$ cat src/hdl/localBusPkg.sv
// Address map, RAM geometry, cycle timing and state encodings shared by the local-bus slave RTL.
`default_nettype none

package localBusPkg;

    // Register space.
    localparam logic [31:0] REG_BASE = 32'h00F0_0000;   // Four longwords at the base.
    localparam int REG_COUNT = 4;                       // Control registers.
    localparam int REG_IDX_W = $clog2(REG_COUNT);       // Index from address bits 3..2.
    localparam int REG_SPAN_W = REG_IDX_W + 2;          // Byte offset bits in the space.

    // RAM space held in block memory.
    localparam logic [31:0] RAM_BASE = 32'h0800_0000;   // 4 KB window.
    localparam int RAM_WORDS = 1024;                    // Depth in longwords.
    localparam int RAM_ADDR_W = 10;                     // Longword address width.
    localparam int RAM_SPAN_W = RAM_ADDR_W + 2;         // Byte offset bits in the space.

    // Line bursts.
    localparam int BEATS_PER_LINE = 4;                  // Longwords per 16-byte line.
    localparam int BEAT_W = $clog2(BEATS_PER_LINE);     // Wrapping part of the word address.
    localparam logic [BEAT_W-1:0] LAST_BEAT = BEAT_W'(BEATS_PER_LINE - 1);

    // Wait states, counted from the edge that samples nTs low.
    localparam int REG_WAIT = 2;                        // Edge of the register acknowledge.
    localparam int RAM_WAIT = 3;                        // Edge of the first RAM beat.
    localparam int WAIT_W = $clog2(RAM_WAIT);           // RAM wait counter width.
    // Request is seen one edge late and the fetch edge counts as the last one.
    localparam logic [WAIT_W-1:0] WAIT_LOAD = WAIT_W'(RAM_WAIT - 2);

    // Which slave space a cycle addresses.
    typedef enum logic [1:0] {
        SPACE_NONE,                                     // Unclaimed, left to another slave.
        SPACE_REG,
        SPACE_RAM
    } busSpace_e;

    // Cycle controller states.
    typedef enum logic [1:0] {
        ST_IDLE,                                        // Waiting for nTs.
        ST_WAIT,                                        // Request out, first ta pending.
        ST_BEAT,                                        // Later burst beats.
        ST_RECOVER                                      // nTa driven high for one cycle.
    } cycleState_e;

endpackage

`default_nettype wire

$ cat src/hdl/busIfs.sv
// Request and acknowledge interfaces between the cycle controller and the register and RAM datapaths.
`timescale 1ns/10ps
`default_nettype none

interface regBusIf;
    logic request;                                      // One-cycle pulse at cycle start.
    logic [localBusPkg::REG_IDX_W-1:0] index;           // Held for the whole cycle.
    logic rnw;
    logic [31:0] wdata;                                 // CPU write data, straight through.
    logic [31:0] rdata;                                 // Valid only with ta.
    logic ta;                                           // Single acknowledge pulse.

    modport master (output request, index, rnw, wdata, input rdata, ta);
    modport slave (input request, index, rnw, wdata, output rdata, ta);
endinterface


`default_nettype wire

$ cat src/hdl/registerFile.sv
// Four read/write control registers that acknowledge a fixed number of cycles after transfer start.
`timescale 1ns/10ps
`default_nettype none

module registerFile (
    input logic CLK40,
    input logic nRESET,
    regBusIf.slave regBus
);

    logic [31:0] regs [localBusPkg::REG_COUNT];
    logic [localBusPkg::REG_WAIT-1:0] taPipe;           // Request delayed toward REG_WAIT.

    // Request is seen at edge 1, so the pipe reaches its end at edge REG_WAIT.
    always_ff @(posedge CLK40 or negedge nRESET) begin
        if (!nRESET) begin
            taPipe <= '0;
        end else begin
            taPipe <= {taPipe[localBusPkg::REG_WAIT-2:0], regBus.request};
        end
    end

    assign regBus.ta = taPipe[localBusPkg::REG_WAIT-1];

    // Write lands on the edge that ends the nTa-low cycle.
    always_ff @(posedge CLK40 or negedge nRESET) begin
        if (!nRESET) begin
            for (int i = 0; i < localBusPkg::REG_COUNT; i++) begin
                regs[i] <= '0;
            end
        end else if (regBus.ta && !regBus.rnw) begin
            regs[regBus.index] <= regBus.wdata;
        end
    end

    // Read data shows only with the acknowledge.
    assign regBus.rdata = (regBus.ta && regBus.rnw) ? regs[regBus.index] : '0;

endmodule

`default_nettype wire

$ cat src/flat_wrapper.sv
// flat-port wrapper written by rule: the top's interface ports become plain ports
module registerFile_flat 
  (CLK40, nRESET, regBus_request, regBus_index, regBus_rnw, regBus_wdata, regBus_rdata, regBus_ta);
  regBusIf regBus_i ();
  input logic CLK40;
  input logic nRESET;
  input wire logic [$bits(regBus_i.request)-1:0] regBus_request;
  input wire logic [$bits(regBus_i.index)-1:0] regBus_index;
  input wire logic [$bits(regBus_i.rnw)-1:0] regBus_rnw;
  input wire logic [$bits(regBus_i.wdata)-1:0] regBus_wdata;
  output wire logic [$bits(regBus_i.rdata)-1:0] regBus_rdata;
  output wire logic [$bits(regBus_i.ta)-1:0] regBus_ta;
  assign regBus_i.request = regBus_request;
  assign regBus_i.index = regBus_index;
  assign regBus_i.rnw = regBus_rnw;
  assign regBus_i.wdata = regBus_wdata;
  assign regBus_rdata = regBus_i.rdata;
  assign regBus_ta = regBus_i.ta;
  registerFile u_core (.CLK40(CLK40), .nRESET(nRESET), .regBus(regBus_i));
endmodule
$ cat config.mk
export PLATFORM = sky130hd
export DESIGN_NAME = registerFile_flat
export DESIGN_NICKNAME = d
export VERILOG_FILES = /design/src/hdl/localBusPkg.sv /design/src/hdl/busIfs.sv /design/src/hdl/registerFile.sv /design/src/flat_wrapper.sv
export SDC_FILE = /design/constraint.sdc
export NUM_CORES = 1
export LEC_CHECK = 0
export ABC_CLOCK_PERIOD_IN_PS = 2900
export BUFFER_PORTS_ARGS = -buffer_cell sky130_fd_sc_hd__clkbuf_2
export CORE_ASPECT_RATIO = 1.2
export CORE_MARGIN = 2
export CORE_UTILIZATION = 40
export CTS_CLUSTER_DIAMETER = 40
export CTS_CLUSTER_SIZE = 10
export DETAILED_ROUTE_END_ITERATION = 10
export HOLD_SLACK_MARGIN = 0.15
export SYNTH_ARGS = -nofsm -noshare
export SYNTH_HDL_FRONTEND = slang
export SYNTH_SLANG_ARGS = --single-unit
$ cat constraint.sdc
create_clock -name CLK40 -period 2.9 [get_ports CLK40]
set_clock_uncertainty 0.1 [all_clocks]
set_input_delay 0.29 -clock CLK40 [delete_from_list [all_inputs] [get_ports CLK40]]
set_output_delay 0.29 -clock CLK40 [all_outputs]
set_load 0.01 [all_outputs]
==> results of run 1 <==
per-layer routing:
layer,GRT usage (%),share of wire (%),vias up
met5,0,0,-
met4,5.420,1.3,0
met3,6.152,4.4,15
met2,27.38,48,61
met1,22.83,47,1855
li1,-,-,1659
metrics by stage:
step | hold WS, ns | cell area [um^2]
global placement | 0.2361 | 6362
detailed placement | 0.2363 | 6362
CTS | 0.2540 | 7244
floorplan | -0.1056 | 5804
finish | 0.2509 | 7244
global route | 0.2536 | 7244
worst min-delay path by stage:
stage / start / end / slack (ns) / depth (start not counted)
CTS: u_core.taPipe[0] / u_core.taPipe[1] / 0.25 / 0
global route: u_core.taPipe[0] / u_core.taPipe[1] / 0.25 / 0
finish: u_core.taPipe[0] / u_core.taPipe[1] / 0.25 / 0
detailed placement: u_core.taPipe[0] / u_core.taPipe[1] / 0.24 / 0
floorplan: nRESET / u_core.regs[0] / -0.11 / 0
global placement: u_core.taPipe[0] / u_core.taPipe[1] / 0.24 / 0
cells by family (layout without fill, tap and decap cells):
logic type      count (synthesis)  count (layout)  share of synthesized area [%]
compound gates                 32              32                          3.449
buf+inv                        28             153                          3.514
flops                         130             130                          56.05
mux                           192             192                          35.87
simple gates                    6               6                          1.121
state kept, by name, indices dropped and copies added, names as in the netlist:
register	count
u_core.regs	128
u_core.taPipe	2
worst reg2reg max path: stages (launching register included):
cell      delay, ns
dfrtp_1        0.46
nor4bb_4       0.34
buf_4          0.39
mux2_1         0.39
final cells by class:
| class | instances | area, um^2 | share of cell area, % |
|---|---|---|---|
| clock inverters | 9 | 83.83 | 1.157 |
| multi-input cells | 230 | 2382 | 32.88 |
| flip-flops and latches | 130 | 3253 | 44.90 |
| repair buffers | 121 | 848.3 | 11.71 |
| clock buffers | 23 | 457.9 | 6.321 |
| well taps | 175 | 219.0 | 3.022 |
cell usage in the layout, fill, tap and decap left out, types with 2 or more instances in the layout:
cell           count
clkinv_2           4
o22ai_1           32
clkinv_4           3
dfrtp_1          130
mux2_2           116
buf_4             17
buf_12             2
mux2i_1           64
mux2_1            12
dlygate4sd3_1     34
clkbuf_16         17
clkbuf_2          68
clkbuf_1           5
nor4bb_4           2
power breakdown:
group	switching [mW]	total, mW	internal, mW
logic	0.336	0.833	0.497
registers	0.195	2.41	2.21
clock network	0.758	1.96	1.20
timing repair:
action | in CTS | in global routing
gates resized for setup | 0 | 0
hold buffers | 34 | 0
hold endpoints to repair | 179 | 0
setup buffers | 0 | 0
setup endpoints to repair | 0 | 0
==> results.yml, run 1 <==
detailed_routing:
  dr.first_iter.drc_count: 67
  first_pass_iters: 4
  vias_per_cell: 5.218
  vias: 3590
  remaining_drc_errors: 0
  drtAntennaViolNets: 0
  routed_wl_um: 12580
  wire_per_inst_um: 18.28
worst_setup_path:
  start_kind: "register"
  path_cells: "nand3_2, buf_4, o22ai_1, clkbuf_2"
  r2r_end: "u_core.regs[44]"
  cp-endpoint: "regBus_rdata[12]"
  worstPathArrival_ns: 1.68
  slowest_delay_ns: 0.46
  cp_top_family: "flip-flops"
  path_class: "reg2out"
  endpoint_kind: "output pin"
  r2r_setup_slack_ns: 1.10
  cp_data_required_time_ns: 2.51
  path_depth: 4
  worstReg2RegStart: "u_core.taPipe[1]"
  crit_path_max_fanout: 17
  reg2reg_depth: 3
  critPathLaunch: "u_core.taPipe[1]"
  worstPathBufferInverterCount: 2
  slowest_stage: "dfrtp_1"
logic_synthesis:
  seq_area_frac_synth_pct: 56.05
  synthFlopType: "dfrtp_1"
  synth_area_um2: 5804
  syn_inst: 388
  syn_area_per_cell_um2: 14.96
  ys_top_cells_by_count: "dfrtp_1, mux2_2, mux2i_1"
  synth_top_area_share_pct: 56.05
  syn_nets: 426
  synth-edff-count: 0
  yosysMostFrequentCell: "dfrtp_1"
  yosys_warnings: 0
  synth_seq_cells: 130
  ys_async_sr_fraction_pct: 100.0
  synth_cell_type_count: 14
  synth_top_area_cell: "dfrtp_1"
  netlist_top_cells_area: "dfrtp_1, mux2_2, mux2i_1"
timing:
  finalSetupViolations: 0
  setup_ws_ns: 0.8287
  worst_pin_slew_ns: 0.7062
  relSlewSlack_pct: 52.92
  rsz0062_at_grt: "false"
  fin_crit_sh_pct: 71.42
  tns_ns: 0
  final-hold-violation-count: 0
  max_freq_ghz: 0.4828
  slew_violations: 0
  period_needed_ns: 2.071
worst_hold_path:
  hold_path.class: "reg2reg"
global_routing:
  antenna_found_initial: 0
  grt_usage_pct: 17.47
  grt_pass1_vias: 3870
  overflow: 0
  grt_max_degree: 53
  grt_pass1_wl_um: 20490
placed_design:
  dp.cells: 622
  pre_cts_ws_ns: 0.7722
  dpl.hpwl_um: 7887
  port_buffers: 70
  routabilityCongestion: 0.6926
power:
  total_power_mw: 5.195
  p_per_area_nw_per_um2: 717.1
  peakVddDrop_v: 0.0004230
  p_leak_nw: 3.329
status:
  status: "completed"
cts:
  clock_latency_ns: 0.41
  ctsLongestPathBuffers: 2
  clockRootBuffer: "clkbuf_16"
  cts_tree: "yes"
  cts_sinks: 130
  path_clk_slew_ns: 0.05
  htreeDepth: 4
  cts_made_buffers: 17
finish:
  final_net_count: 538
  fillers: 1265
  final_util_pct: 50.68
  antenna_cells: 0
  finalNonFillerCells: 688
  drive_gt1_share_pct: 45.61
  area_growth_pct: 24.81
job:
  cap_violations: 0
floorplan:
  ios: 71
  fp.dieW_um: 114.0
  die_area_um2: 15490
  coreArea_um2: 14290
  die_y_um: 136.0
  floorplan.initialDensity_pct: 40.61
  core.rowCount: 48
No activity file was read; power rests on OpenSTA's default activity.
==> run 2: changes to the inputs <==
- ABC_CLOCK_PERIOD_IN_PS: 2900 -> 1900
- clock period: 2.9 -> 1.9 ns (I/O delays scaled with it)
==> results.yml, run 2 (same netlist as run 1, synthesis figures left out) <==
status:
  status: "completed"
finish:
  antenna_cells: 0
  finalNonFillerCells: 689
  area_growth_pct: 27.31
  layout_common_cells: "dfrtp_1, mux2_2, clkbuf_2"
  final_common_cell: "dfrtp_1"
  final_net_count: 542
  fillers: 1239
  biggestRegsByFlops: "u_core.regs: 128 flops, u_core.taPipe: 2 flops"
  drive_gt1_share_pct: 47.47
  largest_register: "u_core.regs"
  largest_reg_flops: 128
cts:
  clock_latency_ns: 0.40
  path_clk_slew_ns: 0.05
  cts_sinks: 130
  ctsLongestPathBuffers: 2
  clockRootBuffer: "clkbuf_16"
  cts_made_buffers: 17
  htreeDepth: 4
  cts_tree: "yes"
timing:
  final-hold-violation-count: 0
  relSlewSlack_pct: 71.97
  max_freq_ghz: 0.5411
  rsz0062_at_grt: "true"
  slew_violations: 0
  finalHoldWorstSlack_ns: 0.1635
  setup_ws_ns: 0.05193
  worst_pin_slew_ns: 0.4204
  fin_crit_sh_pct: 97.27
  finalSetupViolations: 0
  period_needed_ns: 1.848
  tns_ns: 0
worst_setup_path:
  path_class: "reg2out"
  slowest_stage: "dfrtp_2"
  cp_data_required_time_ns: 1.61
  worstPathArrival_ns: 1.56
  cp-endpoint: "regBus_rdata[2]"
  endpoint_kind: "output pin"
  path_depth: 4
  worstReg2RegStart: "u_core.taPipe[1]"
  r2r_end: "u_core.regs[88]"
  critPathLaunch: "u_core.taPipe[1]"
  crit_path_max_fanout: 13
  reg2reg_depth: 4
  start_kind: "register"
  path_cells: "nand3b_1, buf_6, o22ai_1, clkbuf_2"
  slowest_delay_ns: 0.41
  cp_top_family: "flip-flops"
  worstPathBufferInverterCount: 2
  r2r_setup_slack_ns: 0.13
power:
  p_per_area_nw_per_um2: 1083
  peakVddDrop_v: 0.0006577
  total_power_mw: 8.000
  p_leak_nw: 3.387
global_routing:
  overflow: 0
  grt_max_degree: 54
  grt_usage_pct: 17.20
  grt_pass1_wl_um: 20190
  antenna_found_initial: 0
  grt_pass1_vias: 3857
placed_design:
  pre_cts_ws_ns: 0.1533
  dpl.hpwl_um: 7916
  dp.cells: 625
  port_buffers: 70
  routabilityCongestion: 0.7051
detailed_routing:
  vias: 3641
  remaining_drc_errors: 0
  vias_per_cell: 5.284
  dr.first_iter.drc_count: 135
  drtAntennaViolNets: 0
  first_pass_iters: 4
  routed_wl_um: 12400
  wire_per_inst_um: 18.00
floorplan:
  die_area_um2: 15490
  floorplan.initialDensity_pct: 40.61
  coreArea_um2: 14290
  ios: 71
  die_y_um: 136.0
  core.rowCount: 48
  fp.dieW_um: 114.0
worst_hold_path:
  hold_path.class: "in2async"
job:
  cap_violations: 0
==> run 2: worst min path at each step <==
stage,from,to,slack [ns],cells after the start
2_1_floorplan,nRESET,u_core.regs[0],-0.21,0
3_3_place_gp,nRESET,u_core.regs[97],0.06,1
3_5_place_dp,nRESET,u_core.regs[97],0.06,1
4_1_cts,nRESET,u_core.regs[97],0.16,2
5_1_grt,nRESET,u_core.regs[97],0.19,2
6_report,nRESET,u_core.regs[97],0.16,2
==> run 2: area by class of cell <==
cell class / instances / area [um^2] / area share, %
Multi-Input combinational cell: 230 / 2414 / 32.66
Sequential cell: 130 / 3254 / 44.04
Clock buffer: 24 / 501.7 / 6.790
Tap cell: 175 / 219.0 / 2.963
Clock inverter: 5 / 52.55 / 0.7111
Timing Repair Buffer: 125 / 948.4 / 12.83
==> run 2: timing repair <==
| item | CTS | global route |
|---|---|---|
| buffers inserted | 0 | 1 |
| setup endpoints to repair | 30 | 21 |
| hold endpoints to repair | 259 | 0 |
| hold buffers | 34 | 0 |
| gates resized for setup | 4 | 4 |
==> run 2: metal layers <==
metal | track usage [%] | up-vias | share of wire (%)
met1 | 21.35 | 1903 | 45
met5 | 0 | - | 0
li1 | - | 1659 | -
met2 | 28.21 | 65 | 49
met3 | 5.261 | 14 | 4.1
met4 | 6.572 | 0 | 1.6
==> run 2: metrics by stage <==
step,utilization [%],area (um^2)
floorplan,-,5804
global placement,45.11,6447
detailed placement,45.11,6447
CTS,51.49,7360
global route,51.70,7390
finish,51.70,7390
==> run 2: worst register-to-register path, cell delays in order (launching register included) <==
cell	delay, ns
dfrtp_2	0.41
buf_4	0.13
nor4bb_4	0.36
buf_4	0.29
mux2_2	0.36
==> run 2: report_power, final <==
part	internal (mW)	switching, mW	total [mW]	leakage [nW]
Clock	1.94	1.09	3.03	0.274
Combinational	0.780	0.526	1.31	1.55
Sequential	3.38	0.288	3.67	1.56
Total	6.10	1.90	8.00	3.39
