## config.mk

```make
export PLATFORM = sky130hd
export DESIGN_NAME = addressDecode
export DESIGN_NICKNAME = d
export VERILOG_FILES = /design/src/hdl/localBusPkg.sv /design/src/hdl/addressDecode.sv
export SDC_FILE = /design/constraint.sdc
export NUM_CORES = 1
export LEC_CHECK = 0
export ABC_AREA = 1
export BUFFER_PORTS_ARGS = -buffer_cell sky130_fd_sc_hd__buf_2
export CELL_PAD_IN_SITES_DETAIL_PLACEMENT = 1
export CELL_PAD_IN_SITES_GLOBAL_PLACEMENT = 1
export CORE_MARGIN = 2
export CORE_UTILIZATION = 32
export CTS_CLUSTER_SIZE = 25
export DETAILED_ROUTE_END_ITERATION = 10
export PLACE_DENSITY_LB_ADDON = 0.1
export SETUP_SLACK_MARGIN = 0.2
export SLEW_MARGIN = 20
export SYNTH_ARGS = -nofsm -noshare
export SYNTH_HDL_FRONTEND = slang
export SYNTH_SLANG_ARGS = --single-unit
```

## constraint.sdc

```tcl
create_clock -name CLK40 -period 0.8 [get_ports CLK40]
set_input_delay 0.08 -clock CLK40 [delete_from_list [all_inputs] [get_ports CLK40]]
set_output_delay 0.08 -clock CLK40 [all_outputs]
set_load 0.03 [all_outputs]
```

## src/hdl/localBusPkg.sv

```systemverilog
// Address map, RAM geometry, cycle timing and state encodings shared by the local-bus slave RTL.
`default_nettype none

package localBusPkg;

    // Register space.
    localparam logic [31:0] REG_BASE = 32'h00F0_0000;   // Four longwords at the base.
    localparam int REG_COUNT = 4;                       // Control registers.
    localparam int REG_IDX_W = $clog2(REG_COUNT);       // Index from address bits 3..2.
    localparam int REG_SPAN_W = REG_IDX_W + 2;          // Byte offset bits in the space.

    // RAM space held in block memory.
    localparam logic [31:0] RAM_BASE = 32'h0800_0000;   // 4 KB window.
    localparam int RAM_WORDS = 1024;                    // Depth in longwords.
    localparam int RAM_ADDR_W = 10;                     // Longword address width.
    localparam int RAM_SPAN_W = RAM_ADDR_W + 2;         // Byte offset bits in the space.

    // Line bursts.
    localparam int BEATS_PER_LINE = 4;                  // Longwords per 16-byte line.
    localparam int BEAT_W = $clog2(BEATS_PER_LINE);     // Wrapping part of the word address.
    localparam logic [BEAT_W-1:0] LAST_BEAT = BEAT_W'(BEATS_PER_LINE - 1);

    // Wait states, counted from the edge that samples nTs low.
    localparam int REG_WAIT = 2;                        // Edge of the register acknowledge.
    localparam int RAM_WAIT = 3;                        // Edge of the first RAM beat.
    localparam int WAIT_W = $clog2(RAM_WAIT);           // RAM wait counter width.
    // Request is seen one edge late and the fetch edge counts as the last one.
    localparam logic [WAIT_W-1:0] WAIT_LOAD = WAIT_W'(RAM_WAIT - 2);

    // Which slave space a cycle addresses.
    typedef enum logic [1:0] {
        SPACE_NONE,                                     // Unclaimed, left to another slave.
        SPACE_REG,
        SPACE_RAM
    } busSpace_e;

    // Cycle controller states.
    typedef enum logic [1:0] {
        ST_IDLE,                                        // Waiting for nTs.
        ST_WAIT,                                        // Request out, first ta pending.
        ST_BEAT,                                        // Later burst beats.
        ST_RECOVER                                      // nTa driven high for one cycle.
    } cycleState_e;

endpackage

`default_nettype wire

```

## src/hdl/addressDecode.sv

```systemverilog
// Captures the bus address at transfer start and holds the addressed space until the cycle ends.
`timescale 1ns/10ps
`default_nettype none

module addressDecode (
    input logic CLK40,
    input logic nRESET,
    input logic nTs,
    input logic [31:0] addr,
    input logic cycleDone,
    output localBusPkg::busSpace_e space,
    output logic [31:0] lineAddr
);

    localBusPkg::busSpace_e nextSpace;
    logic regHit;
    logic ramHit;

    // Compare only the bits above each space's span.
    assign regHit = addr[31:localBusPkg::REG_SPAN_W] ==
                    localBusPkg::REG_BASE[31:localBusPkg::REG_SPAN_W];
    assign ramHit = addr[31:localBusPkg::RAM_SPAN_W] ==
                    localBusPkg::RAM_BASE[31:localBusPkg::RAM_SPAN_W];

    always_comb begin
        if (regHit) begin
            nextSpace = localBusPkg::SPACE_REG;
        end else if (ramHit) begin
            nextSpace = localBusPkg::SPACE_RAM;
        end else begin
            nextSpace = localBusPkg::SPACE_NONE;        // Not ours, stay off the bus.
        end
    end

    always_ff @(posedge CLK40 or negedge nRESET) begin
        if (!nRESET) begin
            space <= localBusPkg::SPACE_NONE;
        end else if (!nTs) begin
            space <= nextSpace;                         // Edge 0 of the cycle.
        end else if (cycleDone) begin
            space <= localBusPkg::SPACE_NONE;           // End of the recovery cycle.
        end
    end

    // Address for the datapaths, kept while the CPU moves on.
    always_ff @(posedge CLK40) begin
        if (!nTs) begin
            lineAddr <= addr;
        end
    end

endmodule

`default_nettype wire

```

==> results of run 1 <==
logic make-up (layout without fill, tap and decap cells):
family / count (synthesis) / in the layout / synth area share, %
buf+inv: 18 / 102 / 5.494
simple gates: 37 / 37 / 11.90
compound gates: 1 / 1 / 0.4065
flops: 34 / 34 / 82.20
power by group through the flow:
| stage | registers (mW) | clock network [mW] | logic (mW) |
|---|---|---|---|
| after floorplan | 2.44 | 0 | 0.0662 |
| after global placement | 2.16 | 0 | 0.603 |
| after detailed placement | 2.17 | 0 | 0.618 |
| after CTS | 2.16 | 1.21 | 0.769 |
| after global routing | 2.17 | 1.27 | 0.810 |
| final | 2.16 | 1.17 | 0.763 |
layout make-up:
class,instances,area (um^2)
inverters,18,72.57
clock buffers,6,72.57
repair buffers,76,649.4
flip-flops and latches,34,1013
clock inverters,2,8.758
multi-input cells,38,161.4
well taps,48,60.06
fillers,397,1650
worst paths after layout:
check,start,to,slack (ps)
worst max-delay path,space[0],space[0],-130
worst min-delay path,addr[0],lineAddr[0],-20
worst max register to register,space[0],space[0],-70
worst min register to register,space[1],space[1],640
max in group asynchronous,nRESET,space[1],540
min in group asynchronous,nRESET,space[0],140
sequential cells by signal, indices dropped and copies added (netlist names):
name      cells
space         2
lineAddr     32
cell usage after synthesis (all sizes together):
cell    instances
nand3           4
nor2           15
o21ai           1
edfxtp         32
and2            1
dfrtp           2
inv            18
nand2          17
repair_timing:
item,in CTS,in global routing
resized for setup,70,2
setup buffers,1,2
endpoints found under the hold margin,32,27
setup endpoints to repair,36,36
gates cloned,0,0
cells in the final DEF (no fill, tap or decap):
master	Yosys	layout
sky130_fd_sc_hd__buf_6	0	37
sky130_fd_sc_hd__dfrtp_2	0	2
sky130_fd_sc_hd__and2_0	1	1
sky130_fd_sc_hd__buf_2	0	35
sky130_fd_sc_hd__inv_2	2	1
sky130_fd_sc_hd__nor2_1	15	15
sky130_fd_sc_hd__edfxtp_1	32	32
sky130_fd_sc_hd__clkinv_2	0	1
sky130_fd_sc_hd__inv_6	0	1
sky130_fd_sc_hd__nand3_2	0	2
sky130_fd_sc_hd__clkbuf_8	0	5
sky130_fd_sc_hd__inv_1	16	16
sky130_fd_sc_hd__clkbuf_1	0	1
sky130_fd_sc_hd__nand2_1	17	17
sky130_fd_sc_hd__buf_12	0	2
sky130_fd_sc_hd__buf_4	0	1
sky130_fd_sc_hd__dlygate4sd3_1	0	1
sky130_fd_sc_hd__nand3_1	4	2
sky130_fd_sc_hd__o21ai_1	1	1
sky130_fd_sc_hd__clkinv_1	0	1
metrics by stage:
step | std cells | setup slack [ps] | hold WS (ps) | area (um^2)
global route | 222 | -154.3 | -32.15 | 2038
floorplan | 90 | 77.06 | -215.6 | 1242
finish | 222 | -133.7 | -24.61 | 2038
detailed placement | 210 | -16.36 | -124.4 | 1695
global placement | 210 | 24.90 | -128.7 | 1695
CTS | 220 | -147.7 | -31.30 | 2016
layer usage:
layer,GRT usage (%),vias up
li1,-,455
met1,14.19,441
met2,29.92,42
met3,5.451,7
met4,6.122,0
met5,0,-
==> impl_results.md, run 1 <==
- Synthesis Warnings: 0
- Critical path startpoint category: register
- Cell type with the highest aggregate area in the netlist: sky130_fd_sc_hd__edfxtp_1
- Hold Vio Cnt, Final: 22
- Worst Path Buf+Inv: 1
- Wirelength per Cell: 13.62 um
- Final number of setup-violating endpoints: 35
- Result of the run: finished with violations
- Vias in the first global route: ~1,000
- Share of Yosys cell area claimed by the top area cell type: between 70% and 80%
- Unrepaired setup endpoints after global routing: true
- Relative contribution of the clock network to total power: roughly 29%
- Min-delay worst type: input port to register
- Final global-route overflow total: 0
- Final cycle utilization of the critical path: 116.7%
- Std-Cell Core Area: approximately 0.0037 mm^2
- Syn_area_per_cell: approximately 14 um^2
- Cell class contributing the biggest share of worst-path delay: flip-flops
- First DRT Iteration DRCs: 50
- DR vias: 945
- Longest individual stage delay on the worst path: 430 ps
- Chip Height: between 60 and 70 um
- Mapped Cells: 90
- Hold Worst Slack: -24.61 ps
- Cell depth of the worst hold path: 1
- Final TNS setup: -3431 ps
- CTS Hold Bufs: 1
- Worst setup EP type: primary output
- Detailed Routing Iterations Pass 1: 4
- Total length of routed met2 wires: roughly 1.7 mm
- Pint: between 3 and 4 mW
- Maximum clock frequency: roughly 1.1 GHz
- Clock tree from TritonCTS: done
- Total clock sinks: 34
- Sequential fraction of the synthesis area: ~82%
- Met3 Wirelength: approximately 220 um
- Number of routed nets with antenna violations: 0
- Total nets after synthesis: about 130
- Source-to-sink clock delay at the later pin of the worst-skew pair: 280 ps
- Bufs on Longest Clock Path: 2
- Slew @ Worst Pin: approximately 140 ps
- Maximum fanout along the worst path: 2
- Part of the total power dissipated in combinational logic: about a fifth
- Sum of net half-perimeters after detailed placement: 2.259 mm
- Number of port buffers: around 70
- Io pins: 70
- Clock slew at the register clock pins of the worst setup and hold paths: 70 ps
- Fraction of final layout cells with drive strength greater than 1: 50.00%
- Final Core Density: a little under three fifths
- Post-route clock skew: 0 ps
- CTS Buf Count: 5
- Wire length of the first global-routing pass: approximately 4.7 mm
- Reg2reg path depth: 4
- Starting Density: around 33%
- Total Die Area: ~0.0044 mm^2
- Sequential share of power: 52.7%
- Unique cell type count in the Yosys netlist: 9
- Mapped Area: about 0.0012 mm^2
- Number of violations of the max-capacitance limit: 0
- Number of stages on the worst setup path: 1
- Initial antenna violation count: 0
- Die span in x: about 66 um
- CTS H-Tree Depth: 2
- Switching Share: between 20% and 30%
- Met1 layer wirelength in the final routing: 1.023 mm
- Detailed-route vias per instance: between 4 and 5
- Cell row count: 22
- LEAKAGE: approximately 0.92 nW
- Global-route usage over all layers: between 10% and 20%
- Data arrival, critical path: between 800 and 900 ps
- Power density normalized to cell area: between 2000 and 2500 mW/mm^2
- Final Worst Setup Slack: -133.7 ps
- Ant diodes: 0
- Worst Path Class, Setup: register to primary output
- Worst rel slew slack: 90.73%
- Slowest library cell on the worst path: sky130_fd_sc_hd__dfrtp_2
- Weighted congestion reported at the end of routability-driven placement: roughly 0.71
- Final routed wirelength across all metal layers: ~3.0 mm
- Cell types with the largest area share after synthesis: sky130_fd_sc_hd__edfxtp_1 78%, sky130_fd_sc_hd__nand2_1 5.2%, sky130_fd_sc_hd__inv_1 4.9%, sky130_fd_sc_hd__nor2_1 4.6%, sky130_fd_sc_hd__dfrtp_1 4.1%
- Top Metal Used: met4
- Peak supply drop: about 0.0012 V
- Final Slew Violations: 0
- Sw Pwr: 1.063 mW
- Count of unresolved DRC violations after routing: 0
- Number of synthesized register bits: 34
- Failing checks: negative hold slack, negative setup slack
- Worst endpoint required time: ~720 ps
- Final layout net count: about 210
- Final min period: 933.7 ps
- Design Power: slightly above 4 mW
- Cell chosen for the clock root: sky130_fd_sc_hd__clkbuf_8
- Chain of cells forming the critical path: buf_6
- Synth-to-layout area growth: 65.72%
- Pin count of the biggest net entering global routing: 17
Note: power is estimated with default switching activity, not from simulation.
==> run 2, diff against run 1 <==
Settings changed: ABC_AREA 1 to 0.
==> impl_results.md, run 2 <==
- Chain of cells forming the critical path: buf_6 (unchanged)
- Worst flop-to-flop path endpoint: space[0] (unchanged)
- Io pins: 70 (unchanged)
- Die span in x: 63.09 um (was 66.00 um)
- Top flop regs: lineAddr (32), space (2) (unchanged)
- Total nets after synthesis: 87 (was 126)
- Primary flip-flop cell chosen by synthesis mapping: sky130_fd_sc_hd__edfxtp_1 (unchanged)
- Source-to-sink clock delay at the later pin of the worst-skew pair: 310 ps (was 280 ps)
- Min-delay worst type: input port to register (unchanged)
- Final layout net count: 176 (was 209)
- Maximum fanout along the worst path: 1 (was 2)
- Share of Yosys cell area claimed by the top area cell type: 86.00% (was 78.13%)
- Starting Density: 33.48% (was 33.34%)
- Weighted congestion reported at the end of routability-driven placement: 0.6934 (was 0.7051)
- Data arrival, critical path: 930 ps (was 850 ps)
- Global-route usage over all layers: 16.18% (was 15.34%)
- Final cycle utilization of the critical path: 125.8% (was 116.7%)
- Unrepaired setup endpoints after global routing: true (unchanged)
- Cell types with the largest area share after synthesis: sky130_fd_sc_hd__edfxtp_1 86%, sky130_fd_sc_hd__dfrtp_1 4.5%, sky130_fd_sc_hd__nor4_1 3.4%, sky130_fd_sc_hd__o31ai_2 1.1%, sky130_fd_sc_hd__nand2_1 1.0% (was sky130_fd_sc_hd__edfxtp_1 78%, sky130_fd_sc_hd__nand2_1 5.2%, sky130_fd_sc_hd__inv_1 4.9%, sky130_fd_sc_hd__nor2_1 4.6%, sky130_fd_sc_hd__dfrtp_1 4.1%)
- HP Start: addr[3] (was addr[0])
- Number of violations of the max-capacitance limit: 0 (unchanged)
- Mapped Area: 0.001117 mm^2 (was 0.001230 mm^2)
- Peak supply drop: 0.0008035 V (was 0.001227 V)
- Ant diodes: 0 (unchanged)
- Cell area after layout: 0.002017 mm^2 (was 0.002038 mm^2)
- Syn_area_per_cell: 21.91 um^2 (was 13.67 um^2)
- Final number of setup-violating endpoints: 34 (was 35)
- Power density normalized to cell area: 1922 mW/mm^2 (was 2009 mW/mm^2)
- Sequential fraction of the synthesis area: 90.48% (was 82.20%)
- Total clock sinks: 34 (unchanged)
- Clock slew at the register clock pins of the worst setup and hold paths: 110 ps (was 70 ps)
- Slowest library cell on the worst path: sky130_fd_sc_hd__edfxtp_1 (was sky130_fd_sc_hd__dfrtp_2)
- Worst reg2reg startpoint: space[0] (unchanged)
- Commonest cells post-synth: 32 x sky130_fd_sc_hd__edfxtp_1, 6 x sky130_fd_sc_hd__nor4_1, 3 x sky130_fd_sc_hd__nand2_1, 2 x sky130_fd_sc_hd__dfrtp_1 (was 32 x sky130_fd_sc_hd__edfxtp_1, 17 x sky130_fd_sc_hd__nand2_1, 16 x sky130_fd_sc_hd__inv_1, 15 x sky130_fd_sc_hd__nor2_1, 4 x sky130_fd_sc_hd__nand3_1)
- Hold Worst Slack: -78.91 ps (was -24.61 ps)
- CTS H-Tree Depth: 2 (unchanged)
- Pin count of the biggest net entering global routing: 16 (was 17)
- Most frequent cells in the layout: 38 x sky130_fd_sc_hd__buf_6, 32 x sky130_fd_sc_hd__edfxtp_1, 30 x sky130_fd_sc_hd__buf_2 (was 37 x sky130_fd_sc_hd__buf_6, 35 x sky130_fd_sc_hd__buf_2, 32 x sky130_fd_sc_hd__edfxtp_1)
- Cell depth of the worst hold path: 1 (unchanged)
- Hold Vio Cnt, Final: 24 (was 22)
- Clock tree from TritonCTS: done (unchanged)
- Detailed-route vias per instance: 4.545 (was 4.257)
- First DRT Iteration DRCs: 26 (was 50)
- Detailed Routing Iterations Pass 1: 3 (was 4)
- Critical path startpoint category: register (unchanged)
- Result of the run: finished with violations (unchanged)
- Register with the highest flop count: lineAddr (unchanged)
- Cell chosen for the clock root: sky130_fd_sc_hd__clkbuf_4 (was sky130_fd_sc_hd__clkbuf_8)
- Fraction of final layout cells with drive strength greater than 1: 67.38% (was 50.00%)
- Longest individual stage delay on the worst path: 430 ps (about the same)
- Final Slew Violations: 0 (unchanged)
- Worst Path Class, Setup: register to primary output (unchanged)
- Number of synthesized register bits: 34 (unchanged)
- Sum of net half-perimeters after detailed placement: 2.071 mm (was 2.259 mm)
- Most common cell after layout, fill and taps aside: sky130_fd_sc_hd__buf_6 (unchanged)
- Pre-CTS worst setup slack: -384.9 ps (was -16.36 ps)
- Cell with the most instances after synthesis: sky130_fd_sc_hd__edfxtp_1 (unchanged)
- Number of routed nets with antenna violations: 0 (unchanged)
- Reg2reg setup slack: 140 ps (was -70 ps)
- Final-layout fill cell count: 336 (was 397)
- Area used by multi-input combinational logic: 168.9 um^2 (was 161.4 um^2)
- DR vias: 850 (was 945)
- CTS Buf Count: 5 (unchanged)
- Final routed wirelength across all metal layers: 3.310 mm (was 3.023 mm)
- Std-Cell Core Area: 0.003337 mm^2 (was 0.003689 mm^2)
- Initial antenna violation count: 0 (unchanged)
- Post-CTS Setup Bufs: 0 (was 1)
- Async S/R FF share, synth: 5.882% (unchanged)
- Final Worst Setup Slack: -206.4 ps (was -133.7 ps)
- Chip Height: 63.09 um (was 66.00 um)
- Area post-placement: 0.001633 mm^2 (was 0.001695 mm^2)
- Failing checks: negative hold slack, negative setup slack (unchanged)
- Bufs on Longest Clock Path: 2 (unchanged)
- Count of unresolved DRC violations after routing: 0 (unchanged)
- Worst Path Buf+Inv: 1 (unchanged)
- Unique cell type count in the Yosys netlist: 12 (was 9)
- Post-route clock skew: 0 ps (unchanged)
- Total Die Area: 0.003980 mm^2 (was 0.004355 mm^2)
- Wirelength per Cell: 17.70 um (was 13.62 um)
- Vias in the first global route: 912 (was 1,049)
- LEAKAGE: 0.8188 nW (was 0.9219 nW)
- Worst endpoint required time: 720 ps (about the same)
- Storage cell area: 0.001012 mm^2 (was 0.001013 mm^2)
- Wire length of the first global-routing pass: 4.740 mm (was 4.747 mm)
- Synthesis Warnings: 0 (unchanged)
- Slew @ Worst Pin: 275.9 ps (was 139.1 ps)
- Cell class contributing the biggest share of worst-path delay: flip-flops (unchanged)
- Largest register FFs: 32 (unchanged)
- Synth-to-layout area growth: 80.51% (was 65.72%)
- Worst setup EP type: primary output (unchanged)
- Worst rel slew slack: 81.43% (was 90.73%)
- Mapped Cells: 51 (was 90)
- Reg2reg path depth: 2 (was 4)
- Cell row count: 21 (was 22)
- Number of port buffers: 69 (unchanged)
- Final min period: 1006 ps (was 933.7 ps)
- Maximum clock frequency: 0.9936 GHz (was 1.071 GHz)
- Hold endpoint: lineAddr[3] (was lineAddr[0])
- EDFF count, synth: 32 (unchanged)
- Cell type with the highest aggregate area in the netlist: sky130_fd_sc_hd__edfxtp_1 (unchanged)
- Final global-route overflow total: 0 (unchanged)
-- run 2: cell type report --
class | count | area share (%)
Clock buffer | 6 | 2.047
Timing Repair Buffer | 82 | 35.73
Multi-Input combinational cell | 16 | 8.375
Sequential cell | 34 | 50.19
Tap cell | 46 | 2.854
Clock inverter | 2 | 0.4342
Inverter | 1 | 0.3722
-- run 2: per-stage QoR --
| stage | total power [mW] | std cells | TNS [ps] | utilization, % |
|---|---|---|---|---|
| 2_1_floorplan | 2.473 | 51 | -2391 | - |
| 3_3_place_gp | 2.755 | 177 | -553.1 | 48.93 |
| 3_5_place_dp | 2.769 | 177 | -824.5 | 48.93 |
| 4_1_cts | 3.820 | 186 | -5668 | 58.68 |
| 5_1_grt | 4.011 | 187 | -6954 | 60.44 |
| 6_report | 3.876 | 187 | -5608 | 60.44 |
-- run 2: worst max-delay path by stage --
stage	start	end	slack (ps)	cells past startpoint
4_1_cts	lineAddr[6]	lineAddr[6]	-220	1
2_1_floorplan	addr[5]	space[0]	-80	3
3_5_place_dp	addr[14]	space[0]	-380	4
6_report	lineAddr[17]	lineAddr[17]	-210	1
3_3_place_gp	addr[14]	space[0]	-310	4
5_1_grt	lineAddr[12]	lineAddr[12]	-240	1
-- run 2: cell families (layout without fill, tap and decap cells) --
| logic type | Yosys count | count (layout) | share of synthesized area [%] |
|---|---|---|---|
| flops | 34 | 34 | 90.48 |
| compound gates | 2 | 2 | 1.567 |
| simple gates | 14 | 14 | 7.616 |
| buf+inv | 1 | 91 | 0.3356 |
-- run 2: metal layers --
layer / GRT usage (%) / share of wire, % / vias up
met4: 6.389 / 1.8 / 0
li1: - / - / 385
met5: 0 / 0 / -
met3: 5.893 / 7.8 / 7
met2: 28.72 / 53 / 49
met1: 17.38 / 37 / 409
-- run 2: what timing repair did --
action                                  CTS  global route
hold buffers                              1             1
pin swaps                                 2             3
gates resized for setup                  77            11
gates cloned                              0             0
endpoints found under the hold margin    28            26
endpoints found under the setup margin   36            36
-- run 2: report_power, final --
part / internal [mW] / total (mW) / switching (mW)
logic: 0.377 / 0.815 / 0.438
registers: 2.10 / 2.17 / 0.0713
clock network: 0.331 / 0.895 / 0.565
