File: src/hdl/localBusPkg.sv
// Address map, RAM geometry, cycle timing and state encodings shared by the local-bus slave RTL.
`default_nettype none

package localBusPkg;

    // Register space.
    localparam logic [31:0] REG_BASE = 32'h00F0_0000;   // Four longwords at the base.
    localparam int REG_COUNT = 4;                       // Control registers.
    localparam int REG_IDX_W = $clog2(REG_COUNT);       // Index from address bits 3..2.
    localparam int REG_SPAN_W = REG_IDX_W + 2;          // Byte offset bits in the space.

    // RAM space held in block memory.
    localparam logic [31:0] RAM_BASE = 32'h0800_0000;   // 4 KB window.
    localparam int RAM_WORDS = 1024;                    // Depth in longwords.
    localparam int RAM_ADDR_W = 10;                     // Longword address width.
    localparam int RAM_SPAN_W = RAM_ADDR_W + 2;         // Byte offset bits in the space.

    // Line bursts.
    localparam int BEATS_PER_LINE = 4;                  // Longwords per 16-byte line.
    localparam int BEAT_W = $clog2(BEATS_PER_LINE);     // Wrapping part of the word address.
    localparam logic [BEAT_W-1:0] LAST_BEAT = BEAT_W'(BEATS_PER_LINE - 1);

    // Wait states, counted from the edge that samples nTs low.
    localparam int REG_WAIT = 2;                        // Edge of the register acknowledge.
    localparam int RAM_WAIT = 3;                        // Edge of the first RAM beat.
    localparam int WAIT_W = $clog2(RAM_WAIT);           // RAM wait counter width.
    // Request is seen one edge late and the fetch edge counts as the last one.
    localparam logic [WAIT_W-1:0] WAIT_LOAD = WAIT_W'(RAM_WAIT - 2);

    // Which slave space a cycle addresses.
    typedef enum logic [1:0] {
        SPACE_NONE,                                     // Unclaimed, left to another slave.
        SPACE_REG,
        SPACE_RAM
    } busSpace_e;

    // Cycle controller states.
    typedef enum logic [1:0] {
        ST_IDLE,                                        // Waiting for nTs.
        ST_WAIT,                                        // Request out, first ta pending.
        ST_BEAT,                                        // Later burst beats.
        ST_RECOVER                                      // nTa driven high for one cycle.
    } cycleState_e;

endpackage

`default_nettype wire

File: src/hdl/busIfs.sv
// Request and acknowledge interfaces between the cycle controller and the register and RAM datapaths.
`timescale 1ns/10ps
`default_nettype none

interface regBusIf;
    logic request;                                      // One-cycle pulse at cycle start.
    logic [localBusPkg::REG_IDX_W-1:0] index;           // Held for the whole cycle.
    logic rnw;
    logic [31:0] wdata;                                 // CPU write data, straight through.
    logic [31:0] rdata;                                 // Valid only with ta.
    logic ta;                                           // Single acknowledge pulse.

    modport master (output request, index, rnw, wdata, input rdata, ta);
    modport slave (input request, index, rnw, wdata, output rdata, ta);
endinterface

interface ramBusIf;
    logic request;                                      // One-cycle pulse at cycle start.
    logic [localBusPkg::RAM_ADDR_W-1:0] wordAddr;       // Start word of the cycle.
    logic rnw;
    logic burst;                                        // CPU asked for a line burst.
    logic [31:0] wdata;
    logic [31:0] rdata;                                 // Valid only with ta.
    logic ta;                                           // One pulse per beat.
    logic burstCycle;                                   // Low on a refused burst.

    modport master (
        output request, wordAddr, rnw, burst, wdata,
        input rdata, ta, burstCycle
    );
    modport slave (
        input request, wordAddr, rnw, burst, wdata,
        output rdata, ta, burstCycle
    );
endinterface

`default_nettype wire

File: src/hdl/cycleControl.sv
// Bus cycle sequencer: starts the addressed datapath, follows its acknowledges and counts burst beats.
`timescale 1ns/10ps
`default_nettype none

module cycleControl (
    input logic CLK40,
    input logic nRESET,
    input logic nTs,
    input logic rnw,
    input logic lineBurst,
    input logic [31:0] writeData,
    input localBusPkg::busSpace_e space,
    input logic [31:0] lineAddr,
    output logic cycleDone,
    regBusIf.master regBus,
    ramBusIf.master ramBus
);

    localBusPkg::cycleState_e state;
    logic launch;                                       // First cycle after nTs.
    logic rnwQ;
    logic burstQ;
    logic [localBusPkg::BEAT_W-1:0] beatCnt;
    logic ta;
    logic lastBeat;

    assign ta = regBus.ta || ramBus.ta;

    // One beat unless a granted RAM burst still has beats to go.
    assign lastBeat = (space != localBusPkg::SPACE_RAM) || !burstQ || !ramBus.burstCycle ||
                      (beatCnt == localBusPkg::LAST_BEAT);

    // Request goes only to the space the decoder picked.
    assign regBus.request = launch && (space == localBusPkg::SPACE_REG);
    assign regBus.index = lineAddr[2 +: localBusPkg::REG_IDX_W];
    assign regBus.rnw = rnwQ;
    assign regBus.wdata = writeData;                    // CPU holds data until nTa.

    assign ramBus.request = launch && (space == localBusPkg::SPACE_RAM);
    assign ramBus.wordAddr = lineAddr[2 +: localBusPkg::RAM_ADDR_W];
    assign ramBus.rnw = rnwQ;
    assign ramBus.burst = burstQ;
    assign ramBus.wdata = writeData;

    // Decoder releases the space at the end of recovery.
    assign cycleDone = (state == localBusPkg::ST_RECOVER);

    always_ff @(posedge CLK40 or negedge nRESET) begin
        if (!nRESET) begin
            state <= localBusPkg::ST_IDLE;
            launch <= 1'b0;
            rnwQ <= 1'b0;
            burstQ <= 1'b0;
            beatCnt <= '0;
        end else begin
            launch <= 1'b0;
            case (state)
                localBusPkg::ST_IDLE: begin
                    if (!nTs) begin
                        state <= localBusPkg::ST_WAIT;
                        launch <= 1'b1;
                        rnwQ <= rnw;                    // Cycle attributes sampled with nTs.
                        burstQ <= lineBurst;
                        beatCnt <= '0;
                    end
                end
                localBusPkg::ST_WAIT: begin
                    if (space == localBusPkg::SPACE_NONE) begin
                        state <= localBusPkg::ST_IDLE;  // Unclaimed, back at edge 1.
                    end else if (ta) begin
                        beatCnt <= beatCnt + 1'b1;
                        state <= lastBeat ? localBusPkg::ST_RECOVER : localBusPkg::ST_BEAT;
                    end
                end
                localBusPkg::ST_BEAT: begin
                    if (ta) begin
                        beatCnt <= beatCnt + 1'b1;
                        if (lastBeat) begin
                            state <= localBusPkg::ST_RECOVER;
                        end
                    end
                end
                localBusPkg::ST_RECOVER: begin
                    state <= localBusPkg::ST_IDLE;      // nTa driven high this cycle.
                end
                default: begin
                    state <= localBusPkg::ST_IDLE;
                end
            endcase
        end
    end

    // CPU starts nothing until recovery is over.
    tsOnlyInIdle: assert property (
        @(posedge CLK40) disable iff (!nRESET)
        !nTs |-> state == localBusPkg::ST_IDLE
    );

    // Datapath acknowledges stay inside the cycle window.
    taOnlyInCycle: assert property (
        @(posedge CLK40) disable iff (!nRESET)
        ta |-> state inside {localBusPkg::ST_WAIT, localBusPkg::ST_BEAT}
    );

endmodule

`default_nettype wire

File: src/flat_wrapper.sv
// flat-port wrapper written by rule: the top's interface ports become plain ports
module cycleControl_flat 
  (CLK40, nRESET, nTs, rnw, lineBurst, writeData, space, lineAddr, cycleDone, regBus_request, regBus_index, regBus_rnw, regBus_wdata, regBus_rdata, regBus_ta, ramBus_request, ramBus_wordAddr, ramBus_rnw, ramBus_burst, ramBus_wdata, ramBus_rdata, ramBus_ta, ramBus_burstCycle);
  regBusIf regBus_i ();
  ramBusIf ramBus_i ();
  input logic CLK40;
  input logic nRESET;
  input logic nTs;
  input logic rnw;
  input logic lineBurst;
  input logic [31:0] writeData;
  input localBusPkg::busSpace_e space;
  input logic [31:0] lineAddr;
  output logic cycleDone;
  output wire logic [$bits(regBus_i.request)-1:0] regBus_request;
  output wire logic [$bits(regBus_i.index)-1:0] regBus_index;
  output wire logic [$bits(regBus_i.rnw)-1:0] regBus_rnw;
  output wire logic [$bits(regBus_i.wdata)-1:0] regBus_wdata;
  input wire logic [$bits(regBus_i.rdata)-1:0] regBus_rdata;
  input wire logic [$bits(regBus_i.ta)-1:0] regBus_ta;
  output wire logic [$bits(ramBus_i.request)-1:0] ramBus_request;
  output wire logic [$bits(ramBus_i.wordAddr)-1:0] ramBus_wordAddr;
  output wire logic [$bits(ramBus_i.rnw)-1:0] ramBus_rnw;
  output wire logic [$bits(ramBus_i.burst)-1:0] ramBus_burst;
  output wire logic [$bits(ramBus_i.wdata)-1:0] ramBus_wdata;
  input wire logic [$bits(ramBus_i.rdata)-1:0] ramBus_rdata;
  input wire logic [$bits(ramBus_i.ta)-1:0] ramBus_ta;
  input wire logic [$bits(ramBus_i.burstCycle)-1:0] ramBus_burstCycle;
  assign regBus_request = regBus_i.request;
  assign regBus_index = regBus_i.index;
  assign regBus_rnw = regBus_i.rnw;
  assign regBus_wdata = regBus_i.wdata;
  assign regBus_i.rdata = regBus_rdata;
  assign regBus_i.ta = regBus_ta;
  assign ramBus_request = ramBus_i.request;
  assign ramBus_wordAddr = ramBus_i.wordAddr;
  assign ramBus_rnw = ramBus_i.rnw;
  assign ramBus_burst = ramBus_i.burst;
  assign ramBus_wdata = ramBus_i.wdata;
  assign ramBus_i.rdata = ramBus_rdata;
  assign ramBus_i.ta = ramBus_ta;
  assign ramBus_i.burstCycle = ramBus_burstCycle;
  cycleControl u_core (.CLK40(CLK40), .nRESET(nRESET), .nTs(nTs), .rnw(rnw), .lineBurst(lineBurst), .writeData(writeData), .space(space), .lineAddr(lineAddr), .cycleDone(cycleDone), .regBus(regBus_i), .ramBus(ramBus_i));
endmodule
File: config.mk
export PLATFORM = sky130hd
export DESIGN_NAME = cycleControl_flat
export DESIGN_NICKNAME = d
export VERILOG_FILES = /design/src/hdl/localBusPkg.sv /design/src/hdl/busIfs.sv /design/src/hdl/cycleControl.sv /design/src/flat_wrapper.sv
export SDC_FILE = /design/constraint.sdc
export NUM_CORES = 1
export LEC_CHECK = 0
export ABC_AREA = 1
export BUFFER_PORTS_ARGS = -buffer_cell sky130_fd_sc_hd__buf_4
export CAP_MARGIN = 20
export CORE_AREA = 5 5 81 83
export DETAILED_ROUTE_END_ITERATION = 7
export DIE_AREA = 0 0 86 88
export SETUP_SLACK_MARGIN = 0.5
export SYNTH_ARGS = -nofsm -noshare
export SYNTH_HDL_FRONTEND = slang
export SYNTH_SLANG_ARGS = --single-unit
File: constraint.sdc
create_clock -name CLK40 -period 3.62 [get_ports CLK40]
set_input_delay 0.543 -clock CLK40 [delete_from_list [all_inputs] [get_ports CLK40]]
set_output_delay 0.543 -clock CLK40 [all_outputs]
set_load 0.02 [all_outputs]
==> results of run 1 <==
per-stage QoR:
stage                     hold WS, ps  instance area (sq um)  utilization  worst slack (ps)  instances
after floorplan                   247                   1060            -              2010        144
after global placement            360                    692        0.120              2060        157
after detailed placement          362                    692        0.120              2060        157
after CTS                         124                    737        0.127              2000        161
after global routing              123                    737        0.127              1910        161
final                             128                    737        0.127              2020        161
worst max path at each step:
| stage | from | endpoint | slack, ps | cells after the start |
|---|---|---|---|---|
| final | u_core.state[0] | cycleDone | 2020 | 2 |
| after global routing | u_core.state[0] | u_core.beatCnt[0] | 1910 | 6 |
| after CTS | u_core.state[0] | cycleDone | 2000 | 2 |
| after detailed placement | space[0] | regBus_request | 2060 | 4 |
| after global placement | space[0] | ramBus_request | 2060 | 3 |
| after floorplan | space[1] | ramBus_request | 2010 | 2 |
kinds of logic after synthesis:
group	count (synthesis)	synth area share
buffers and inverters	90	0.589
AND/OR/NAND/NOR	37	0.154
flip-flops	7	0.165
adder cells (fa/ha/maj)	6	0.0706
AO/OA/AOI/OAI	4	0.0212
critical path, stage by stage (launching register included):
cell and delay (ps):
dfrtp_1 440, ha_1 240, buf_4 160
power groups by stage:
stage               logic, uW  clock network [uW]  registers, uW
global route              285                 115            152
CTS                       252                 110            146
finish                    248                 105            146
global placement          248                   0            148
detailed placement        251                   0            147
floorplan                 289                   0            151
Yosys cell counts:
cell and instances:
nor3_1 2, o211ai_1 1, o21ai_0 2, nand2_1 21, ha_1 6, nand4_1 1
nand3_1 3, inv_2 3, buf_4 77, nand2_2 3, a21oi_1 1, nand3_2 1
dfrtp_1 7, inv_1 10, nor2_1 5, nor2_2 1
metal layers:
layer,wire length (microns),vias up,global-route usage,part of all wire
met5,0,-,0,0
met3,476,17,0.0405,0.26
met1,583,180,0.0431,0.32
li1,-,240,-,-
met4,140,0,0.0604,0.078
met2,604,33,0.0568,0.33
cell type report:
class | count | area (sq um)
fill | 675 | 5040
multi-input combinational | 47 | 262
sequential | 7 | 175
timing repair buffer | 15 | 113
tap | 75 | 93.8
inverter | 13 | 48.8
clock buffer | 4 | 45.0
==> impl_metrics.env, run 1 <==
export IMPL_viasPerCell=2.92
export IMPL_leakage_uw=0.000374
export IMPL_dieArea_sq_mm=0.00757
export IMPL_slew_headroom=0.774
export IMPL_layout_common_cells="21 x nand2_1, 15 x buf_4, 10 x inv_1, 7 x dfrtp_1, 6 x ha_1"
export IMPL_cts_tree="done"
export IMPL_io_buffers=15
export IMPL_syn2layout_area_growth_pct=-30.7
export IMPL_pwr_share_comb=0.497
export IMPL_initial_core_util=0.184
export IMPL_wl_microns=1810
export IMPL_regToRegSetupSlack_ps=2080
export IMPL_r2r_cells=6
export IMPL_cts_sinks=7
export IMPL_timing_final_max_slew_violations=0
export IMPL_power_total_uw=498
export IMPL_antenna_found_initial=0
export IMPL_fin_crit_sh=0.443
export IMPL_yosys_area_top_type="buf_4"
export IMPL_finalHoldViolCount=0
export IMPL_dp_hpwl_microns=1560
export IMPL_status="complete, no violations"
export IMPL_die_w_microns=86
export IMPL_arrival_ps=1060
export IMPL_skew_ps=1.24
export IMPL_cp_max_fo=7
export IMPL_core_area_sq_mm=0.00578
export IMPL_cp_required_ps=3080
export IMPL_first_iter_violations=15
export IMPL_grt_pass1_wl_microns=2640
export IMPL_post_cts_setup_buffer_count=0
export IMPL_internal_power_uw=287
export IMPL_ctsHoldBuffers=0
export IMPL_syn_area_sq_mm=0.00106
export IMPL_netlist_area_leader_share=0.544
export IMPL_cap_violations=0
export IMPL_post_route_drc_count=0
export IMPL_r2r_end="u_core.beatCnt[1]"
export IMPL_wl_per_cell_microns=11.2
export IMPL_ctsRootBufferMaster="clkbuf_8"
export IMPL_r2r_start="u_core.state[0]"
export IMPL_gr_usage_all_layers=0.0474
export IMPL_synth_cells=144
export IMPL_hp_class="in2async"
export IMPL_power_density_mw_per_mm2=676
export IMPL_worst_ir_drop_vdd_v=0.000138
export IMPL_finalSetupTns_ps=0
export IMPL_endpoint_kind="output port"
export IMPL_ios=220
export IMPL_rows=28
export IMPL_n_antenna_cell=0
export IMPL_worst_slew_pin_slew_ps=337
export IMPL_yosys_top_cells_area="buf_4 54%, dfrtp_1 16%, nand2_1 7.4%"
export IMPL_p_seq_frac=0.292
export IMPL_cts_max_level=1
export IMPL_syn_nets=288
export IMPL_cp_start_kind="flip-flop"
export IMPL_fmax_ghz=0.624
export IMPL_place_congestion=0.739
export IMPL_ys_types=16
export IMPL_syn_avg_cell_area_sq_um=7.39
export IMPL_clkTransAtPathRegs_ps=40
export IMPL_nets=231
export IMPL_ys_ff_latch=7
export IMPL_p_sw_frac=0.423
export IMPL_cts_resized_gates=0
export IMPL_clk_path_buf_depth=2
export IMPL_num_vias=470
export IMPL_layout_drive_gt1_share=0.302
export IMPL_setup_viol=0
export IMPL_grt_max_degree=8
export IMPL_grt_overflow=0
export IMPL_final_common_cell="nand2_1"
export IMPL_numCtsBuffers=3
export IMPL_path_class="reg2out"
export IMPL_yosysSeqAreaShare=0.165
export IMPL_clock_latency_ps=220
export IMPL_rsz0062_at_grt="no"
export IMPL_yosysWarningCount=0
export IMPL_grt_pass1_vias=509
export IMPL_die_y_microns=88
export IMPL_switchingPower_uw=211
export IMPL_ant_nets=0
export IMPL_fin_crit_ps=1600
export IMPL_first_pass_iters=4
export IMPL_clockPowerShare=0.211
Power figures use the tool's default switching activity.
==> run 2, diff against run 1 <==
ABC_AREA = 0   (was 1)
CORE_AREA = 5 5 82 84   (was 5 5 81 83)
DIE_AREA = 0 0 87 89   (was 0 0 86 88)
PLACE_DENSITY = 0.65   (was unset)
clock period = 1.4 ns   (was 3.62 ns; I/O delays follow)
==> impl_metrics.env, run 2 <==
export IMPL_power_density_mw_per_mm2=1930
export IMPL_cpPeakStageDelay_ps=400
export IMPL_clock_latency_ps=230
export IMPL_fin_crit_sh=1.11
export IMPL_timing_final_max_slew_violations=0
export IMPL_syn2layout_area_growth_pct=-14.6
export IMPL_wl_microns=2000
export IMPL_setup_viol=7
export IMPL_syn_area_sq_mm=0.00104
export IMPL_worst_slew_pin_slew_ps=231
export IMPL_layout_common_cells="20 x buf_4, 7 x buf_6, 6 x dfrtp_1"
export IMPL_endpoint_kind="flip-flop"
export IMPL_internal_power_uw=1090
export IMPL_p_sw_frac=0.367
export IMPL_ant_nets=0
export IMPL_arrival_ps=1660
export IMPL_gr_usage_all_layers=0.0504
export IMPL_p_seq_frac=0.224
export IMPL_cp_cell_sequence="inv_2 > buf_4 > ha_1 > a21o_2 > a31o_2 > nor3_1 > o21ai_1"
export IMPL_cts_sinks=7
export IMPL_pwr_share_comb=0.612
export IMPL_ys_types=19
export IMPL_slew_headroom=0.846
export IMPL_clkTransAtPathRegs_ps=40
export IMPL_worst_ir_drop_vdd_v=0.000430
export IMPL_clockPowerShare=0.164
export IMPL_async_reset_ff_frac=1.00
export IMPL_numCtsBuffers=3
export IMPL_violations="negative setup slack"
export IMPL_grt_pass1_wl_microns=2860
export IMPL_synth_most_common_cell="buf_4"
export IMPL_die_w_microns=87
export IMPL_yosys_area_top_type="buf_4"
export IMPL_worst_path_max_delay_cell="dfrtp_1"
export IMPL_fmax_ghz=0.645
export IMPL_leakage_uw=0.000392
export IMPL_layout_drive_gt1_share=0.623
export IMPL_grt_max_degree=8
export IMPL_yosysWarningCount=0
export IMPL_path_class="reg2reg"
export IMPL_yosysSeqAreaShare=0.168
export IMPL_setup_ws_ps=-150
export IMPL_status="finished, violations left"
export IMPL_grt_overflow=0
export IMPL_whs_ps=183
export IMPL_syn_avg_cell_area_sq_um=8.54
export IMPL_final_common_cell="buf_4"
export IMPL_io_buffers=15
export IMPL_nets=222
export IMPL_syn_nets=266
export IMPL_ys_flop_type="dfrtp_1"
export IMPL_die_y_microns=89
export IMPL_antenna_found_initial=0
export IMPL_ctsRootBufferMaster="clkbuf_8"
export IMPL_post_route_drc_count=0
export IMPL_cts_tree="done"
export IMPL_cp_required_ps=1510
export IMPL_rsz0062_at_grt="yes"
export IMPL_yosys_top_cells_area="buf_4 55%, dfrtp_1 17%, ha_1 7.2%"
export IMPL_clk_path_buf_depth=2
export IMPL_grt_pass1_vias=577
export IMPL_fin_crit_ps=1550
export IMPL_n_antenna_cell=0
export IMPL_initial_core_util=0.178
export IMPL_finalHoldViolCount=0
export IMPL_viasPerCell=3.30
export IMPL_ios=220
export IMPL_dp_slack_ps=-193
export IMPL_cp_max_fo=4
export IMPL_cp_start_kind="flip-flop"
export IMPL_synth_edff_count=0
export IMPL_num_vias=501
export IMPL_ys_ff_latch=7
export IMPL_synth_cells=122
export IMPL_skew_ps=2.42
export IMPL_cap_violations=0
export IMPL_dp_hpwl_microns=1610
export IMPL_wl_per_cell_microns=13.2
export IMPL_first_iter_violations=9
export IMPL_switchingPower_uw=630
export IMPL_core_area_sq_mm=0.00585
export IMPL_place_congestion=0.712
export IMPL_rows=28
export IMPL_cts_max_level=1
export IMPL_netlist_area_leader_share=0.555
export IMPL_power_total_uw=1720
export IMPL_synthTopCellsByCount="77 x buf_4, 7 x dfrtp_1, 6 x ha_1, 5 x o21ai_0"
export IMPL_dieArea_sq_mm=0.00774
export IMPL_first_pass_iters=4
export IMPL_hp_class="in2reg"
## run 2: layer usage
layer  wire (microns)  GRT usage
met3              483     0.0470
met5                0          0
met2              935     0.0787
met1              500     0.0335
met4               85     0.0524
## run 2: layout make-up
cell class / count / area, sq um
Sequential cell: 7 / 176
Clock buffer: 4 / 45.0
Multi-Input combinational cell: 36 / 328
Inverter: 2 / 7.51
Fill cell: 643 / 4960
Timing Repair Buffer: 28 / 239
Tap cell: 75 / 93.8
## run 2: power by group through the flow
stage	combinational, uW	clock [uW]	sequential [uW]
3_5_place_dp	911	0	374
3_3_place_gp	900	0	368
6_report	1050	282	384
2_1_floorplan	823	0	401
5_1_grt	1130	302	400
4_1_cts	1050	291	386
## run 2: critical path: cells and delay by family, from the launching register on
family,cells,cell delay (ps)
fa+ha+maj,1,180
simple gates,1,150
buf+inv,2,210
compound gates,3,490
flops,1,400
## run 2: stage by stage
stage                     TNS [ps]   util  cells  area [sq um]
after floorplan               -186      -    122          1060
after global placement        -631  0.132    146           773
after detailed placement      -738  0.132    146           773
after CTS                     -617  0.152    152           890
after global routing         -1020  0.152    152           890
final                         -648  0.152    152           890
## run 2: final timing paths
kind	start	cells past startpoint	to	slack, ps
min in group asynchronous	nRESET	2	u_core.beatCnt[1]	340
setup reg to reg	flip-flop	7	u_core.state[0]	-150
hold reg to reg	u_core.ramBus.burst	1	u_core.ramBus.burst	570
hold / removal	nTs	2	u_core.launch	180
max in group asynchronous	nRESET	2	u_core.state[0]	930
setup / recovery	flip-flop	7	u_core.state[0]	-150
## run 2: repair_timing
| item | 4_1_cts | 5_1_grt |
|---|---|---|
| hold buffers | 1 | 0 |
| endpoints found under the setup margin | 13 | 13 |
| gates resized for setup | 14 | 0 |
| setup buffers | 1 | 0 |
| pin swaps | 6 | 0 |
| hold endpoints to repair | 7 | 0 |
## run 2: cells by family after synthesis
| family | share of synthesized area |
|---|---|
| buffers and inverters | 0.562 |
| DFF | 0.168 |
| muxes | 0.0324 |
| AOI/OAI and AO/OA | 0.0816 |
| and+or+nand+nor | 0.0840 |
| adders and majority gates | 0.0720 |
==> run 3, diff against run 2 <==
--- a/config.mk
+++ b/config.mk
@@ -15,2 +15,3 @@
 export SETUP_SLACK_MARGIN = 0.5
+export SLEW_MARGIN = 0
 export SYNTH_ARGS = -nofsm -noshare
==> constraint.sdc (replaced) <==
create_clock -name CLK40 -period 1.4 [get_ports CLK40]
set_input_delay 0.28 -clock CLK40 [delete_from_list [all_inputs] [get_ports CLK40]]
set_output_delay 0.28 -clock CLK40 [all_outputs]
set_load 0.02 [all_outputs]
==> impl_metrics.env, run 3 (synthesis results as in run 2) <==
export IMPL_dieArea_sq_mm=0.00774
export IMPL_wl_met1_microns=534
export IMPL_io_buffers=15
export IMPL_ctsRootBufferMaster="clkbuf_8"
export IMPL_regArea_sq_um=179
export IMPL_ios=220
export IMPL_cpPeakStageDelay_ps=430
export IMPL_critPathMostFrequentCell="buf_4"
export IMPL_violations="negative setup slack"
export IMPL_power_density_mw_per_mm2=1920
export IMPL_multiInputGateArea_sq_um=332
export IMPL_core_area_sq_mm=0.00585
export IMPL_die_y_microns=89
export IMPL_dp_hpwl_microns=1680
export IMPL_arrival_ps=1330
export IMPL_highest_layer="met4"
export IMPL_grt_max_degree=8
export IMPL_cts_sinks=7
export IMPL_syn2layout_area_growth_pct=-11.3
export IMPL_antenna_found_initial=0
export IMPL_die_w_microns=87
export IMPL_p_seq_frac=0.224
export IMPL_place_congestion=0.724
export IMPL_layout_drive_gt1_share=0.675
export IMPL_worst_ir_drop_vdd_v=0.000637
export IMPL_timing_final_max_slew_violations=0
export IMPL_fin_crit_sh=1.15
export IMPL_met2_length_microns=940
export IMPL_status="finished, violations left"
export IMPL_numCtsBuffers=3
export IMPL_num_fill_cells=643
export IMPL_clk_path_buf_depth=2
export IMPL_cap_violations=0
export IMPL_initial_core_util=0.178
export IMPL_n_antenna_cell=0
export IMPL_r2r_cells=6
export IMPL_setup_viol=7
export IMPL_power_total_uw=1780
export IMPL_worst_path_max_delay_cell="dfrtp_2"
export IMPL_cts_tree="done"
export IMPL_first_iter_violations=14
export IMPL_finalHoldViolCount=0
export IMPL_endpoint_kind="output port"
export IMPL_setup_ws_ps=-208
export IMPL_fin_crit_ps=1610
export IMPL_first_pass_iters=4
export IMPL_fmax_ghz=0.622
export IMPL_dr_wl_met3_microns=492
export IMPL_cp_max_fo=4
export IMPL_nets=225
export IMPL_final_common_cell="buf_4"
export IMPL_grt_overflow=0
export IMPL_p_sw_frac=0.357
export IMPL_grt_pass1_vias=575
export IMPL_cts_max_level=1
export IMPL_wl_microns=2040
export IMPL_rows=28
export IMPL_min_path_cells=2
export IMPL_final_util=0.158
export IMPL_clockPowerShare=0.153
export IMPL_pwr_share_comb=0.623
export IMPL_clock_latency_ps=220
export IMPL_internal_power_uw=1140
export IMPL_clkTransAtPathRegs_ps=40
export IMPL_grt_pass1_wl_microns=3040
export IMPL_rsz0062_at_grt="yes"
export IMPL_leakage_uw=0.000407
export IMPL_layout_common_cells="22 x buf_4, 8 x buf_6, 4 x dfrtp_1"
export IMPL_worst_slew_pin_slew_ps=192
export IMPL_slew_headroom=0.872
export IMPL_skew_ps=2.17
export IMPL_hp_class="in2reg"
export IMPL_dp_slack_ps=-243
export IMPL_num_vias=512
export IMPL_wl_per_cell_microns=13.1
export IMPL_cp_required_ps=1120
export IMPL_post_route_drc_count=0
export IMPL_path_class="reg2out"
export IMPL_cp_start_kind="flip-flop"
export IMPL_switchingPower_uw=635
export IMPL_viasPerCell=3.30
export IMPL_cp_cell_sequence="buf_4 > buf_4 > ha_2 > buf_4 > buf_6"
export IMPL_ant_nets=0
export IMPL_gr_usage_all_layers=0.0520
[run 3: timing repair]
item                       CTS  global route
setup endpoints to repair   13            13
hold buffers                 1             0
gates resized for setup     14             4
pin swaps                    8             2
hold endpoints to repair     7             0
cloned                       0             0
setup buffers                1             2
[run 3: power groups by stage]
stage | Combinational (uW) | Clock, uW | Sequential (uW)
floorplan | 823 | 0 | 405
global placement | 905 | 0 | 373
detailed placement | 919 | 0 | 375
CTS | 1040 | 277 | 385
global route | 1220 | 306 | 413
finish | 1110 | 272 | 398
[run 3: through the flow]
step,std cells,hold slack [ps],setup TNS (ps),area [sq um]
final,155,261,-927,925
after global routing,155,248,-1390,925
after CTS,153,256,-613,892
after detailed placement,147,95.2,-978,782
after global placement,147,95.0,-722,782
after floorplan,122,-15.6,-186,1060
[run 3: final timing paths]
kind                                    from                end  slack [ps]
hold / removal                           nTs      u_core.launch         260
max in group asynchronous             nRESET    u_core.state[0]         860
hold reg to reg            u_core.beatCnt[1]  u_core.beatCnt[1]         550
min in group asynchronous             nRESET  u_core.beatCnt[0]         410
setup reg to reg                   flip-flop          flip-flop        -170
setup / recovery                   flip-flop          cycleDone        -210
[run 3: worst max-delay path, delay by kind of cell (launching register included)]
kind	cells	cell delay [ps]
fa+ha+maj	1	160
buf+inv	4	510
flops	1	430
[run 3: layer usage]
layer / up-vias / global-route usage
met1: 230 / 0.0413
met3: 16 / 0.0516
li1: 233 / -
met5: - / 0
met4: 0 / 0.0312
met2: 33 / 0.0814
[run 3: area by class of cell]
| class | count | share of cell area |
|---|---|---|
| Sequential cell | 7 | 0.194 |
| Multi-Input combinational cell | 36 | 0.359 |
| Inverter | 2 | 0.0108 |
| Timing Repair Buffer | 31 | 0.287 |
| Clock buffer | 4 | 0.0487 |
| Tap cell | 75 | 0.101 |
